**src/hw/tile_pkg.sv**
```systemverilog
// Tile memory glue definitions
// Bus widths, walker and data-cache operation codes, requester ids,
// the data-cache request layout and the PMU event map
package tile_pkg;

    localparam int addr_w       = 40;
    localparam int data_w       = 64;
    localparam int be_w         = data_w / 8;
    localparam int size_w       = 3;
    localparam int sid_w        = 1;
    localparam int line_w       = 256;
    localparam int beat_w       = 2;
    localparam int inval_addr_w = 12;
    localparam int cnt_w        = 32;

    // Walker command encoding
    // Atomic OR sets the accessed and dirty bits
    typedef logic [4:0] ptw_cmd_t;
    localparam ptw_cmd_t ptw_cmd_amo_or = 5'b01010;

    typedef enum logic [1:0] {
        dmem_op_load   = 2'd0,
        dmem_op_store  = 2'd1,
        dmem_op_amo_or = 2'd2
    } dmem_op_t;

    // Requester slots on the data-cache port
    localparam logic [sid_w-1:0] sid_ptw  = 1'b0;
    localparam logic [sid_w-1:0] sid_core = 1'b1;

    typedef struct packed {
        logic [addr_w-1:0] addr;
        logic [data_w-1:0] wdata;
        dmem_op_t          op;
        logic [be_w-1:0]   be;
        logic [size_w-1:0] size;
    } dmem_req_t;

    // PMU event map
    localparam int evt_ptw_req     = 0;
    localparam int evt_dmem_load   = 1;
    localparam int evt_dmem_store  = 2;
    localparam int evt_dmem_stall  = 3;
    localparam int evt_fill_beat   = 4;
    localparam int evt_fill_l2_hit = 5;
    localparam int pmu_num_events  = 6;
    localparam int pmu_idx_w       = $clog2(pmu_num_events);

endpackage

```
**src/hw/ptw_dmem_adapter.sv**
```systemverilog
// Page table walker to data-cache adapter
// Maps walker commands onto data-cache operations and registers the
// responses that come back on the walker slot
`timescale 1ns/10ps

module ptw_dmem_adapter (
    input  logic                         clk_i,
    input  logic                         rst_n_i,
    input  logic                         ptw_req_valid_i,
    input  logic                         ptw_req_ready_i,
    input  logic [tile_pkg::addr_w-1:0]  ptw_req_addr_i,
    input  logic [tile_pkg::data_w-1:0]  ptw_req_data_i,
    input  tile_pkg::ptw_cmd_t           ptw_req_cmd_i,
    input  logic [tile_pkg::size_w-1:0]  ptw_req_size_i,
    output tile_pkg::dmem_req_t          ptw_req_o,
    input  logic                         dmem_rsp_valid_i,
    input  logic [tile_pkg::data_w-1:0]  dmem_rsp_rdata_i,
    output logic                         ptw_resp_valid_o,
    output logic [tile_pkg::data_w-1:0]  ptw_resp_data_o
);
    import tile_pkg::*;

    logic is_amo;

    // AMO-OR writes the whole word, plain reads touch no byte
    assign is_amo          = (ptw_req_cmd_i == ptw_cmd_amo_or);
    assign ptw_req_o.addr  = ptw_req_addr_i;
    assign ptw_req_o.wdata = ptw_req_data_i;
    assign ptw_req_o.op    = is_amo ? dmem_op_amo_or : dmem_op_load;
    assign ptw_req_o.be    = is_amo ? {be_w{1'b1}} : {be_w{1'b0}};
    assign ptw_req_o.size  = ptw_req_size_i;

    always_ff @(posedge clk_i) begin
        if (!rst_n_i) begin
            ptw_resp_valid_o <= 1'b0;
        end else begin
            ptw_resp_valid_o <= dmem_rsp_valid_i;
        end
    end

    always_ff @(posedge clk_i) begin
        if (dmem_rsp_valid_i) begin
            ptw_resp_data_o <= dmem_rsp_rdata_i;
        end
    end

    // Walker keeps its command while the port stalls it
    assert property (@(posedge clk_i) disable iff (!rst_n_i)
        ptw_req_valid_i && !ptw_req_ready_i |=> ptw_req_valid_i && $stable(ptw_req_cmd_i));

endmodule

```
**src/hw/dmem_req_arbiter.sv**
```systemverilog
// Data-cache request arbiter
// Fixed priority merge of the walker and the core onto one request
// port, response routing by source id and access events
`timescale 1ns/10ps

module dmem_req_arbiter (
    input  logic                        ptw_req_valid_i,
    input  tile_pkg::dmem_req_t         ptw_req_i,
    output logic                        ptw_req_ready_o,
    input  logic                        core_req_valid_i,
    input  tile_pkg::dmem_req_t         core_req_i,
    output logic                        core_req_ready_o,
    output logic                        dmem_req_valid_o,
    input  logic                        dmem_req_ready_i,
    output tile_pkg::dmem_req_t         dmem_req_o,
    output logic [tile_pkg::sid_w-1:0]  dmem_req_sid_o,
    input  logic                        dmem_rsp_valid_i,
    input  logic [tile_pkg::sid_w-1:0]  dmem_rsp_sid_i,
    output logic                        ptw_rsp_valid_o,
    output logic                        core_rsp_valid_o,
    output logic                        evt_load_o,
    output logic                        evt_store_o,
    output logic                        evt_stall_o
);
    import tile_pkg::*;

    logic ptw_grant;
    logic core_grant;
    logic core_fire;

    //------------------------------------------------------------------
    // Request side
    //------------------------------------------------------------------

    // Walker always wins, the core only gets an idle walker slot
    assign ptw_grant  = ptw_req_valid_i;
    assign core_grant = core_req_valid_i & ~ptw_req_valid_i;

    assign dmem_req_valid_o = ptw_req_valid_i | core_req_valid_i;
    assign dmem_req_o       = ptw_grant ? ptw_req_i : core_req_i;
    assign dmem_req_sid_o   = ptw_grant ? sid_ptw : sid_core;

    assign ptw_req_ready_o  = dmem_req_ready_i & ptw_grant;
    assign core_req_ready_o = dmem_req_ready_i & core_grant;

    //------------------------------------------------------------------
    // Response routing and events
    //------------------------------------------------------------------

    assign ptw_rsp_valid_o  = dmem_rsp_valid_i & (dmem_rsp_sid_i == sid_ptw);
    assign core_rsp_valid_o = dmem_rsp_valid_i & (dmem_rsp_sid_i == sid_core);

    assign core_fire   = core_req_valid_i & core_req_ready_o;
    assign evt_load_o  = core_fire & (core_req_i.op == dmem_op_load);
    assign evt_store_o = core_fire & (core_req_i.op == dmem_op_store);

    // Someone waits on a busy port
    assign evt_stall_o = dmem_req_valid_o & ~dmem_req_ready_i;

endmodule

```
**src/hw/ifill_grant_adapter.sv**
```systemverilog
// Instruction refill grant adapter
// Registers L2 grant beats into the I-cache fill response, flags the
// last beat as acknowledge and forwards invalidations
`timescale 1ns/10ps

module ifill_grant_adapter (
    input  logic                               clk_i,
    input  logic                               rst_n_i,
    input  logic                               mem_grant_valid_i,
    input  logic [tile_pkg::line_w-1:0]        mem_grant_data_i,
    input  logic [tile_pkg::beat_w-1:0]        mem_grant_beat_i,
    input  logic                               mem_grant_inval_i,
    input  logic [tile_pkg::inval_addr_w-1:0]  mem_grant_inval_addr_i,
    input  logic                               l2_hit_i,
    output logic                               ifill_valid_o,
    output logic [tile_pkg::line_w-1:0]        ifill_data_o,
    output logic [tile_pkg::beat_w-1:0]        ifill_beat_o,
    output logic                               ifill_ack_o,
    output logic                               ifill_inval_valid_o,
    output logic [tile_pkg::inval_addr_w-1:0]  ifill_inval_paddr_o,
    output logic                               evt_l2_hit_o
);
    always_ff @(posedge clk_i) begin
        if (!rst_n_i) begin
            ifill_valid_o       <= 1'b0;
            ifill_ack_o         <= 1'b0;
            ifill_inval_valid_o <= 1'b0;
        end else begin
            ifill_valid_o       <= mem_grant_valid_i;
            // Last of four beats closes the refill
            ifill_ack_o         <= mem_grant_valid_i & (&mem_grant_beat_i);
            ifill_inval_valid_o <= mem_grant_inval_i;
        end
    end

    always_ff @(posedge clk_i) begin
        if (mem_grant_valid_i) begin
            ifill_data_o <= mem_grant_data_i;
            ifill_beat_o <= mem_grant_beat_i;
        end
        if (mem_grant_inval_i) begin
            ifill_inval_paddr_o <= mem_grant_inval_addr_i;
        end
    end

    assign evt_l2_hit_o = ifill_ack_o & l2_hit_i;

    // Invalidation leaves with a known line address
    assert property (@(posedge clk_i) disable iff (!rst_n_i)
        mem_grant_inval_i |=> !$isunknown(ifill_inval_paddr_o));

endmodule

```
**src/hw/pmu_event_counters.sv**
```systemverilog
// Tile performance counters
// One saturating counter per event with a registered read port
`timescale 1ns/10ps

module pmu_event_counters (
    input  logic                                  clk_i,
    input  logic                                  rst_n_i,
    input  logic [tile_pkg::pmu_num_events-1:0]   evt_i,
    input  logic                                  rd_en_i,
    input  logic [tile_pkg::pmu_idx_w-1:0]        rd_idx_i,
    output logic                                  rd_valid_o,
    output logic [tile_pkg::cnt_w-1:0]            rd_data_o
);
    import tile_pkg::*;

    logic [cnt_w-1:0] cnt_q [pmu_num_events];

    // Counters stick at all ones
    always_ff @(posedge clk_i) begin
        for (int i = 0; i < pmu_num_events; i++) begin
            if (!rst_n_i) begin
                cnt_q[i] <= '0;
            end else if (evt_i[i] && (cnt_q[i] != {cnt_w{1'b1}})) begin
                cnt_q[i] <= cnt_q[i] + 1'b1;
            end
        end
    end

    //------------------------------------------------------------------
    // Read port
    //------------------------------------------------------------------

    always_ff @(posedge clk_i) begin
        if (!rst_n_i) begin
            rd_valid_o <= 1'b0;
        end else begin
            rd_valid_o <= rd_en_i;
        end
    end

    always_ff @(posedge clk_i) begin
        if (rd_en_i) begin
            rd_data_o <= (rd_idx_i < pmu_num_events) ? cnt_q[rd_idx_i] : '0;
        end
    end

    assert property (@(posedge clk_i) disable iff (!rst_n_i)
        rd_en_i |-> rd_idx_i < pmu_num_events);

endmodule

```
**src/hw/tile_mem_glue.sv**
```systemverilog
// Tile memory glue top level
// Walker and core share the data-cache port, L2 grants become I-cache
// fills, and the tile events feed the PMU counters
`timescale 1ns/10ps

module tile_mem_glue (
    input  logic                               clk_i,
    input  logic                               rst_n_i,
    // Core requester
    input  logic                               core_req_valid_i,
    input  logic [tile_pkg::addr_w-1:0]        core_req_addr_i,
    input  logic [tile_pkg::data_w-1:0]        core_req_wdata_i,
    input  tile_pkg::dmem_op_t                 core_req_op_i,
    input  logic [tile_pkg::be_w-1:0]          core_req_be_i,
    input  logic [tile_pkg::size_w-1:0]        core_req_size_i,
    output logic                               core_req_ready_o,
    output logic                               core_resp_valid_o,
    output logic [tile_pkg::data_w-1:0]        core_resp_data_o,
    // Page table walker
    input  logic                               ptw_req_valid_i,
    input  logic [tile_pkg::addr_w-1:0]        ptw_req_addr_i,
    input  logic [tile_pkg::data_w-1:0]        ptw_req_data_i,
    input  tile_pkg::ptw_cmd_t                 ptw_req_cmd_i,
    input  logic [tile_pkg::size_w-1:0]        ptw_req_size_i,
    output logic                               ptw_req_ready_o,
    output logic                               ptw_resp_valid_o,
    output logic [tile_pkg::data_w-1:0]        ptw_resp_data_o,
    // Data cache
    output logic                               dmem_req_valid_o,
    input  logic                               dmem_req_ready_i,
    output logic [tile_pkg::addr_w-1:0]        dmem_req_addr_o,
    output logic [tile_pkg::data_w-1:0]        dmem_req_wdata_o,
    output tile_pkg::dmem_op_t                 dmem_req_op_o,
    output logic [tile_pkg::be_w-1:0]          dmem_req_be_o,
    output logic [tile_pkg::size_w-1:0]        dmem_req_size_o,
    output logic [tile_pkg::sid_w-1:0]         dmem_req_sid_o,
    input  logic                               dmem_rsp_valid_i,
    input  logic [tile_pkg::sid_w-1:0]         dmem_rsp_sid_i,
    input  logic [tile_pkg::data_w-1:0]        dmem_rsp_rdata_i,
    // L2 refill grants
    input  logic                               mem_grant_valid_i,
    input  logic [tile_pkg::line_w-1:0]        mem_grant_data_i,
    input  logic [tile_pkg::beat_w-1:0]        mem_grant_beat_i,
    input  logic                               mem_grant_inval_i,
    input  logic [tile_pkg::inval_addr_w-1:0]  mem_grant_inval_addr_i,
    input  logic                               l2_hit_i,
    output logic                               ifill_valid_o,
    output logic [tile_pkg::line_w-1:0]        ifill_data_o,
    output logic [tile_pkg::beat_w-1:0]        ifill_beat_o,
    output logic                               ifill_ack_o,
    output logic                               ifill_inval_valid_o,
    output logic [tile_pkg::inval_addr_w-1:0]  ifill_inval_paddr_o,
    // PMU read port
    input  logic                               pmu_rd_en_i,
    input  logic [tile_pkg::pmu_idx_w-1:0]     pmu_rd_idx_i,
    output logic                               pmu_rd_valid_o,
    output logic [tile_pkg::cnt_w-1:0]         pmu_rd_data_o
);
    import tile_pkg::*;

    dmem_req_t                 ptw_req;
    dmem_req_t                 core_req;
    dmem_req_t                 dmem_req;
    logic                      ptw_rsp_valid;
    logic                      evt_load;
    logic                      evt_store;
    logic                      evt_stall;
    logic                      evt_l2_hit;
    logic [pmu_num_events-1:0] evt;

    assign core_req.addr  = core_req_addr_i;
    assign core_req.wdata = core_req_wdata_i;
    assign core_req.op    = core_req_op_i;
    assign core_req.be    = core_req_be_i;
    assign core_req.size  = core_req_size_i;

    ptw_dmem_adapter ptw_dmem_adapter_inst (
        .clk_i            (clk_i),
        .rst_n_i          (rst_n_i),
        .ptw_req_valid_i  (ptw_req_valid_i),
        .ptw_req_ready_i  (ptw_req_ready_o),
        .ptw_req_addr_i   (ptw_req_addr_i),
        .ptw_req_data_i   (ptw_req_data_i),
        .ptw_req_cmd_i    (ptw_req_cmd_i),
        .ptw_req_size_i   (ptw_req_size_i),
        .ptw_req_o        (ptw_req),
        .dmem_rsp_valid_i (ptw_rsp_valid),
        .dmem_rsp_rdata_i (dmem_rsp_rdata_i),
        .ptw_resp_valid_o (ptw_resp_valid_o),
        .ptw_resp_data_o  (ptw_resp_data_o)
    );

    dmem_req_arbiter dmem_req_arbiter_inst (
        .ptw_req_valid_i  (ptw_req_valid_i),
        .ptw_req_i        (ptw_req),
        .ptw_req_ready_o  (ptw_req_ready_o),
        .core_req_valid_i (core_req_valid_i),
        .core_req_i       (core_req),
        .core_req_ready_o (core_req_ready_o),
        .dmem_req_valid_o (dmem_req_valid_o),
        .dmem_req_ready_i (dmem_req_ready_i),
        .dmem_req_o       (dmem_req),
        .dmem_req_sid_o   (dmem_req_sid_o),
        .dmem_rsp_valid_i (dmem_rsp_valid_i),
        .dmem_rsp_sid_i   (dmem_rsp_sid_i),
        .ptw_rsp_valid_o  (ptw_rsp_valid),
        .core_rsp_valid_o (core_resp_valid_o),
        .evt_load_o       (evt_load),
        .evt_store_o      (evt_store),
        .evt_stall_o      (evt_stall)
    );

    assign dmem_req_addr_o  = dmem_req.addr;
    assign dmem_req_wdata_o = dmem_req.wdata;
    assign dmem_req_op_o    = dmem_req.op;
    assign dmem_req_be_o    = dmem_req.be;
    assign dmem_req_size_o  = dmem_req.size;

    // Core sees the cache data directly
    assign core_resp_data_o = dmem_rsp_rdata_i;

    ifill_grant_adapter ifill_grant_adapter_inst (
        .clk_i                  (clk_i),
        .rst_n_i                (rst_n_i),
        .mem_grant_valid_i      (mem_grant_valid_i),
        .mem_grant_data_i       (mem_grant_data_i),
        .mem_grant_beat_i       (mem_grant_beat_i),
        .mem_grant_inval_i      (mem_grant_inval_i),
        .mem_grant_inval_addr_i (mem_grant_inval_addr_i),
        .l2_hit_i               (l2_hit_i),
        .ifill_valid_o          (ifill_valid_o),
        .ifill_data_o           (ifill_data_o),
        .ifill_beat_o           (ifill_beat_o),
        .ifill_ack_o            (ifill_ack_o),
        .ifill_inval_valid_o    (ifill_inval_valid_o),
        .ifill_inval_paddr_o    (ifill_inval_paddr_o),
        .evt_l2_hit_o           (evt_l2_hit)
    );

    //------------------------------------------------------------------
    // PMU events
    //------------------------------------------------------------------

    assign evt[evt_ptw_req]     = ptw_req_valid_i & ptw_req_ready_o;
    assign evt[evt_dmem_load]   = evt_load;
    assign evt[evt_dmem_store]  = evt_store;
    assign evt[evt_dmem_stall]  = evt_stall;
    assign evt[evt_fill_beat]   = ifill_valid_o;
    assign evt[evt_fill_l2_hit] = evt_l2_hit;

    pmu_event_counters pmu_event_counters_inst (
        .clk_i      (clk_i),
        .rst_n_i    (rst_n_i),
        .evt_i      (evt),
        .rd_en_i    (pmu_rd_en_i),
        .rd_idx_i   (pmu_rd_idx_i),
        .rd_valid_o (pmu_rd_valid_o),
        .rd_data_o  (pmu_rd_data_o)
    );

endmodule

```
**config.mk**
```make
export PLATFORM = sky130hd
export DESIGN_NAME = tile_mem_glue
export DESIGN_NICKNAME = d
export VERILOG_FILES = /design/src/hw/tile_pkg.sv /design/src/hw/ptw_dmem_adapter.sv /design/src/hw/dmem_req_arbiter.sv /design/src/hw/ifill_grant_adapter.sv /design/src/hw/pmu_event_counters.sv /design/src/hw/tile_mem_glue.sv
export SDC_FILE = /design/constraint.sdc
export NUM_CORES = 1
export LEC_CHECK = 0
export BUFFER_PORTS_ARGS = -buffer_cell sky130_fd_sc_hd__buf_2
export CAP_MARGIN = 20
export CORE_AREA = 8 8 431 433
export CTS_CLUSTER_DIAMETER = 30
export DETAILED_ROUTE_END_ITERATION = 8
export DIE_AREA = 0 0 439 441
export MAX_ROUTING_LAYER = met4
export PLACE_DENSITY = 0.42
export SYNTH_ARGS = -nofsm -noshare
export SYNTH_HDL_FRONTEND = slang
export SYNTH_SLANG_ARGS = --single-unit
```
**constraint.sdc**
```tcl
create_clock -name clk_i -period 5.4 [get_ports clk_i]
set_clock_uncertainty 0.05 [all_clocks]
set_input_delay 1.08 -clock clk_i [delete_from_list [all_inputs] [get_ports clk_i]]
set_output_delay 1.08 -clock clk_i [all_outputs]
set_load 0.02 [all_outputs]
```
Word-level counts from Yosys, hierarchy flattened. Memory sizes are Yosys's and may differ from the RTL's. A register that Yosys moved wholly into a read port is not among the register bits. Index checks and enable logic that the tools add are counted.

Add/subtract/negate cells: 6. Magnitude comparators: 1. Equal/unequal tests: 8. Muxes and demuxes: 29. Bitwise gates (word level): 22. Reduce and logical (&&, ||, !) cells: 9.

Operator list (number): 32-bit by 1-bit adder with 32-bit output, second input constant (6); 32-bit two-way mux (6); 32-bit != test, second input constant (6); 117-bit two-way mux (1); 1-bit two-way mux (20); 1-bit bitwise AND (12); 8-bit two-way mux (1); 1-bit bitwise OR (7); 1-bit logical AND (6); 5-bit by 4-bit equality test with 1-bit output, second input constant (1); 3-bit less-than comparator, second input constant (1); 1-bit inverter (3); 2-bit by 1-bit equality test with 1-bit output, second input constant (1); 2-bit logical NOT (1); 2-bit two-way mux (1); 2-bit AND reduction (1); 1-bit logical NOT (1).

Flip-flop bits (word level): 339. Memory bits (writable): 192. Input port bits: 577. Output and inout port bits: 557. Logic and storage cells: 85. Memories kept: 1.

Memory list: pmu_event_counters_inst.cnt_q (words 6, bits a word 32, rd ports 7, clocked after memory_dff 1, wr ports 6, line pmu_event_counters.sv:16) `logic [cnt_w-1:0] cnt_q [pmu_num_events];`.

Logic depth before layout (Yosys ltp). Gate-level depths: netlist of the first run.

Depth in word-level cells: 10. Depth in mapped cells: 8. Mapped depth without buffers: 6.

By module. From an unflattened synthesis of the first run, not the netlist that was laid out.

Cells, all modules: 1828. Area, all modules: 26231.4 sq um.

By module, submodules not included: pmu_event_counters (instances 1, cells an instance 1159, area an instance 12944.9 sq um); ifill_grant_adapter (instances 1, cells an instance 277, area an instance 8197.9 sq um); ptw_dmem_adapter (instances 1, cells an instance 186, area an instance 2844.0 sq um); dmem_req_arbiter (instances 1, cells an instance 141, area an instance 1757.9 sq um); tile_mem_glue (instances 1, cells an instance 65, area an instance 486.7 sq um).

Worst setup path before layout of the first run. Ideal clock, no wire load.

Path type: register to register. Start: memory pmu_event_counters_inst.cnt_q[1][0]. End: memory pmu_event_counters_inst.cnt_q[1][0] (enable). Setup time: 0.511 ns. Arrival: 4.657 ns. Data required time: 4.839 ns. Path slack: 0.183 ns. Stages on the path, launching flop included: 7. Path buffers: 0. Cells stage by stage: edfxtp_1 > ha_1 > nand3_1 > nor4_4 > and2_1 > and3_1 > o41ai_1.

RTL lines (line): from (decl) (pmu_event_counters.sv:16).

Final worst setup path of the first run.
Start: input ptw_req_valid_i. End: output dmem_req_be_o[5] (netlist name).

Longest elaborated chain between the ends: 1.

Ends and longest elaborated chain: from (decl) (line tile_mem_glue.sv:20) `input logic ptw_req_valid_i,`; 117-bit two-way mux (line dmem_req_arbiter.sv:40) `assign dmem_req_o = ptw_grant ? ptw_req_i : core_req_i;`; to (decl) (line tile_mem_glue.sv:34) `output logic [tile_pkg::be_w-1:0] dmem_req_be_o,`.

Every way passes these cells.

==> results of run 1 <==
-- cells in the mapped netlist (12+ instances only) --
library cell    n
edfxtp_1      558
nor2_1        216
mux2_2        107
xor2_1         95
nand3_1        79
xnor2_1        74
inv_1          70
buf_4          68
nand4_1        63
nand2_1        54
clkbuf_1       37
mux2i_1        32
o22ai_1        32
mux4_2         30
and3_1         27
nor4_1         21
nor3_1         20
o21ai_0        18
or3_1          13
and2_1         12
-- power by group through the flow --
stage	logic [mW]	clock network (mW)	registers [mW]
6_report	1.73	9.19	5.42
5_1_grt	1.81	9.61	5.45
2_1_floorplan	0.473	0	5.65
3_5_place_dp	1.79	0	5.49
3_3_place_gp	1.80	0	5.49
4_1_cts	1.80	9.39	5.43
-- critical path, stage by stage --
cell     delay, ps
buf_6          340
inv_1          100
or3_1          580
o21ai_0        250
buf_2          250
-- worst min-delay path by stage --
stage / end / slack, ps / startpoint
CTS: ifill_grant_adapter_inst.ifill_data_o[213]$_DFFE_PP_ / 340 / mem_grant_data_i[213]
floorplan: pmu_event_counters_inst.cnt_q[1][30]$_SDFFCE_PN0P_ / 540 / pmu_event_counters_inst.cnt_q[1][30]$_SDFFCE_PN0P_
global placement: pmu_event_counters_inst.cnt_q[1][27]$_SDFFCE_PN0P_ / 580 / pmu_event_counters_inst.cnt_q[1][27]$_SDFFCE_PN0P_
global route: ifill_grant_adapter_inst.ifill_data_o[66]$_DFFE_PP_ / 370 / mem_grant_data_i[66]
finish: ifill_grant_adapter_inst.ifill_data_o[79]$_DFFE_PP_ / 440 / mem_grant_data_i[79]
detailed placement: pmu_event_counters_inst.cnt_q[1][29]$_SDFFCE_PN0P_ / 580 / pmu_event_counters_inst.cnt_q[1][29]$_SDFFCE_PN0P_
-- flip-flops by register name (all words and copies together) (netlist names) --
| name | count |
|---|---|
| ifill_grant_adapter_inst.ifill_inval_valid_o | 1 |
| ifill_grant_adapter_inst.ifill_valid_o | 1 |
| pmu_event_counters_inst.cnt_q | 192 |
| pmu_event_counters_inst.rd_data_o | 32 |
| ifill_grant_adapter_inst.ifill_ack_o | 1 |
| ptw_dmem_adapter_inst.ptw_resp_data_o | 64 |
| ifill_grant_adapter_inst.ifill_inval_paddr_o | 12 |
| ifill_grant_adapter_inst.ifill_beat_o | 2 |
| pmu_event_counters_inst.rd_valid_o | 1 |
| ptw_dmem_adapter_inst.ptw_resp_valid_o | 1 |
| ifill_grant_adapter_inst.ifill_data_o | 256 |
-- kinds of logic after synthesis --
logic type,synth area share
flops,0.679
simple gates,0.110
buf+inv,0.0408
mux,0.0907
xor+xnor,0.0596
compound gates,0.0177
fa+ha+maj,0.00302
-- routing by layer --
| layer | vias to the layer above | GRT usage | wire [microns] |
|---|---|---|---|
| met5 | - | - | 0 |
| met2 | 1185 | 0.336 | 98500 |
| met3 | 378 | 0.0504 | 11700 |
| li1 | 8958 | - | - |
| met4 | 0 | 0.157 | 18000 |
| met1 | 9911 | 0.132 | 47500 |
-- cell type report --
class	instances	area (sq um)	share of cell area
tap	2370	2970	0.0768
inverter	70	263	0.00680
timing repair buffer	1162	5940	0.154
sequential	563	16900	0.436
clock buffer	192	4190	0.108
antenna	104	260	0.00674
multi-input combinational	961	7000	0.181
clock inverter	100	1160	0.0300
-- stage by stage --
step                power [mW]  std cells
floorplan                 6.12       1719
global placement          7.28       5124
detailed placement        7.29       5125
CTS                       16.6       5417
global route              16.9       5517
finish                    16.3       5522
==> key figures, run 1 <==
Outcome
  • Status: finished, final reports clean

Final layout
  • Share of layout cells above drive strength 1: 0.509
  • Final net count: 3503
  • Area Overhead vs Synth: 55.5%
  • Fin util: 0.216
  • Commonest non-fill, non-tap cell in the layout: buf_2
  • Design Area, Final: 38600 sq um
  • Most frequent cells in the layout: buf_2, edfxtp_1, nor2_1, clkbuf_16, mux2_2
  • FILL cells: 19391

Clock tree
  • CTS Sinks: 563
  • Root buffer cell: clkbuf_16
  • Clk_lat worst skew: 770 ps
  • Post-CTS Hold Fix Bufs: 0
  • H-tree depth: 4
  • CTS tree: built
  • Num CTS Buffers: 162
  • Clk slew on worst S/H paths: 40 ps
  • Clock Path Buffers: 3
  • # Post-CTS Setup Buffers: 0
  • PostCTS Resize Cnt: 0

Synth
  • Syn_area_per_cell: 14.5 sq um
  • Synthesized cell area: 24800 sq um
  • Async SR Flop Fraction: 0
  • Yosys top cell area share: 0.674
  • Number of synthesized flops with an enable pin: 558
  • Synth Flop Type: edfxtp_1
  • Number of synthesized register bits: 563
  • Mapped Cells: 1719
  • Post-Syn Nets: 2302
  • Synth area leader: edfxtp_1
  • Synth area leaders: edfxtp_1, mux2_2, xor2_1, nor2_1, mux4_2
  • Synth Warn #: 0
  • Synth cell types: 57
  • Sequential share of the synthesized area: 0.679

Power and ir drop
  • Peak VDD IR: 272 uV
  • Power per cell area: 423 nW/um^2
  • Reg power frac: 0.332
  • Net Switching: 4.42 mW
  • Net Sw Frac: 0.271
  • Leakage: 15.1 nW
  • Total internal power: 11.9 mW
  • Logic pwr share: 0.106
  • Clock share of power: 0.562

Drt
  • Via count: 20432
  • Via density: 3.70
  • DRT antenna net count: 0
  • Total iterations of the first detailed-routing run: 7
  • Overall routed net length: 176000 microns
  • Initial drt markers: 1340
  • DR DRC count: 0
  • WL/cell: 31.8 microns

Floorplan
  • Die area: 194000 sq um
  • Core footprint: 179000 sq um
  • IO Pins: 1134
  • Initial Util: 0.139
  • Die width: 439 microns
  • Die height: 441 microns
  • Row count: 156

Timing
  • Setup tns final: 0 ps
  • Relative slew slack: 0.285
  • Measured slew at the worst slew-check pin: 1070 ps
  • Fin crit share: 0.702
  • Worst Hold Slack: 438 ps
  • Final setup vio count: 0
  • RSZ-0062 raised after global routing: no
  • Max-slew violation count: 0
  • Max Fclk: 0.264 GHz
  • Final Hold Viols: 0
  • Crit path setup slack, layout: 1610 ps
  • Min Tclk post-route: 3790 ps

Worst setup path
  • Critical path startpoint: ptw_req_valid_i
  • Crit path max fanout: 38
  • WS Path Type: in2out
  • Startpoint types: input port
  • Worst endpoint data arrival time: 2660 ps
  • CP Capture Type: output pin
  • Worst r2r path cells: 6
  • FF-to-FF End: pmu_event_counters_inst.cnt_q[4][4]$_SDFFCE_PN0P_
  • Worst Path Required: 4270 ps
  • R2R Setup Slk: 2060 ps
  • RR Startpoint: pmu_event_counters_inst.cnt_q[4][11]$_SDFFCE_PN0P_
  • Critical Path End: dmem_req_be_o[5]

Place
  • Pre-CTS setup slack: 1600 ps
  • Port Buf Inserts: 1133
  • Hpwl dp: 153000 microns
  • Routability Congestion: 0.947
  • Placed inst area: 33000 sq um

Global routing
  • All-layer global routing usage: 0.176
  • Largest net degree at the start of global routing: 86
  • Vias in the first global route: 20610
  • Grt total ovfl: 0
  • Global-route wire length before repair: 214000 microns
  • Initial antenna violation count: 115

Min path
  • Hold Path Stages: 1
  • Worst hold path type: in2reg

Run
  • Max-cap violations: 0
(Power assumes the default switching activity.)
==> run 2: changes to the inputs <==
Settings changed: CORE_AREA 8 8 431 433 to 8 8 434 436, DIE_AREA 0 0 439 441 to 0 0 442 444, PLACE_DENSITY 0.42 to 0.41.
Clock period 5.4 ns to 3.6 ns, I/O delays scaled along.
==> key figures, run 2 (synthesis results as in run 1) <==
Clock tree
  • H-tree depth: 4
  • CTS Sinks: 563
  • Clk slew on worst S/H paths: 40 ps
  • Clk_lat worst skew: 780 ps
  • Clock Path Buffers: 3
  • Num CTS Buffers: 151
  • Root buffer cell: clkbuf_16
  • CTS tree: built

Final layout
  • Largest reg by FF count: ifill_grant_adapter_inst.ifill_data_o
  • Area Overhead vs Synth: 57.7%
  • Multi-input gate area: 7000 sq um
  • Commonest non-fill, non-tap cell in the layout: buf_2
  • Max FFs per register: 256
  • Biggest regs: ifill_grant_adapter_inst.ifill_data_o (256), pmu_event_counters_inst.cnt_q (192), ptw_dmem_adapter_inst.ptw_resp_data_o (64)
  • Design Area, Final: 39200 sq um
  • Final net count: 3551
  • Most frequent cells in the layout: buf_2, edfxtp_1, nor2_1, clkbuf_16, mux2_2
  • Reg area: 16900 sq um
  • Share of layout cells above drive strength 1: 0.512
  • FILL cells: 19585

Drt
  • WL met3: 10200 microns
  • Via count: 20339
  • WL/cell: 29.7 microns
  • Via density: 3.69
  • M1 wire length: 46500 microns
  • Overall routed net length: 164000 microns
  • DRT antenna net count: 0
  • Initial drt markers: 1476
  • Top layer in use: met4
  • Total iterations of the first detailed-routing run: 5
  • DR DRC count: 0
  • Detailed route wirelength on metal2: 96300 microns

Timing
  • Max-slew violation count: 0
  • Relative slew slack: 0.371
  • Measured slew at the worst slew-check pin: 935 ps
  • Final setup vio count: 0
  • Fin crit share: 0.815
  • Min Tclk post-route: 2930 ps
  • Setup tns final: 0 ps
  • Max Fclk: 0.341 GHz
  • Final Hold Viols: 0
  • RSZ-0062 raised after global routing: no

Worst setup path
  • Worst endpoint data arrival time: 2160 ps
  • Crit path max fanout: 9
  • WS Path Type: in2out
  • Startpoint types: input port
  • R2R Setup Slk: 840 ps
  • Worst r2r path cells: 7
  • Worst Path Required: 2830 ps
  • FF-to-FF End: pmu_event_counters_inst.cnt_q[3][11]$_SDFFCE_PN0P_
  • RR Startpoint: pmu_event_counters_inst.cnt_q[3][1]$_SDFFCE_PN0P_
  • CP Capture Type: output pin

Floorplan
  • Row count: 157
  • Core footprint: 182000 sq um
  • Die height: 444 microns
  • Die area: 196000 sq um
  • Initial Util: 0.137
  • IO Pins: 1134
  • Die width: 442 microns

Global routing
  • Vias in the first global route: 20730
  • Grt total ovfl: 0
  • Global-route wire length before repair: 208000 microns
  • Initial antenna violation count: 86
  • Largest net degree at the start of global routing: 72
  • All-layer global routing usage: 0.164

Min path
  • Worst hold path type: in2reg
  • Hold Path Sink: ifill_grant_adapter_inst.ifill_inval_paddr_o[2]$_DFFE_PP_
  • Hold path start: mem_grant_inval_addr_i[2]
  • Hold Path Stages: 1

Outcome
  • Status: finished, final reports clean

Power and ir drop
  • Power per cell area: 635 nW/um^2
  • Leakage: 15.5 nW
  • Peak VDD IR: 349 uV

Run
  • Max-cap violations: 0

Place
  • Routability Congestion: 0.949
  • Hpwl dp: 142000 microns
  • Placed inst area: 33300 sq um
  • Port Buf Inserts: 1133
run 2: metal layers:
layer,vias up,global-route usage
met3,313,0.0435
met4,0,0.0902
met1,9921,0.131
met2,1138,0.332
met5,-,-
li1,8967,-
run 2: power breakdown:
group	switching, mW	internal (mW)
registers	0.380	7.74
logic	1.76	0.837
clock network	4.45	9.70
run 2: worst max-delay path: stages:
cell and delay, ps:
buf_2 100, nand4bb_1 360, or3_1 610, o21ai_0 170, buf_2 200
run 2: worst max path at each step:
| stage | startpoint | endpoint | slack, ps | cells past startpoint |
|---|---|---|---|---|
| final | ptw_req_cmd_i[4] | dmem_req_be_o[6] | 670 | 5 |
| after detailed placement | ptw_req_cmd_i[4] | dmem_req_be_o[6] | 630 | 5 |
| after floorplan | pmu_event_counters_inst.cnt_q[1][0]$_SDFFCE_PN0P_ | pmu_event_counters_inst.cnt_q[1][0]$_SDFFCE_PN0P_ | 610 | 6 |
| after global routing | ptw_req_valid_i | dmem_req_be_o[4] | 600 | 5 |
| after CTS | ptw_req_cmd_i[4] | dmem_req_be_o[6] | 620 | 5 |
| after global placement | ptw_req_cmd_i[4] | dmem_req_be_o[6] | 620 | 5 |
run 2: timing repair:
action	in CTS	in global routing
hold buffers	35	0
setup buffers	0	0
gates resized for setup	0	0
hold endpoints to repair	35	0
run 2: layout make-up:
| cell class | instances | area share |
|---|---|---|
| flip-flops and latches | 563 | 0.430 |
| multi-input cells | 961 | 0.179 |
| repair buffers | 1221 | 0.167 |
| clock buffers | 168 | 0.0984 |
| well taps | 2385 | 0.0762 |
| clock inverters | 111 | 0.0406 |
| inverters | 70 | 0.00671 |
| diodes | 37 | 0.00236 |
run 2: metrics by stage:
stage	utilization	cells	power [mW]	hold slack, ps	setup slack, ps
detailed placement	0.183	5165	10.9	581	631
finish	0.216	5516	24.9	80.8	667
global placement	0.183	5165	10.9	565	622
floorplan	-	1719	9.18	538	615
global route	0.215	5512	25.7	19.3	595
CTS	0.215	5479	25.3	0.107	616
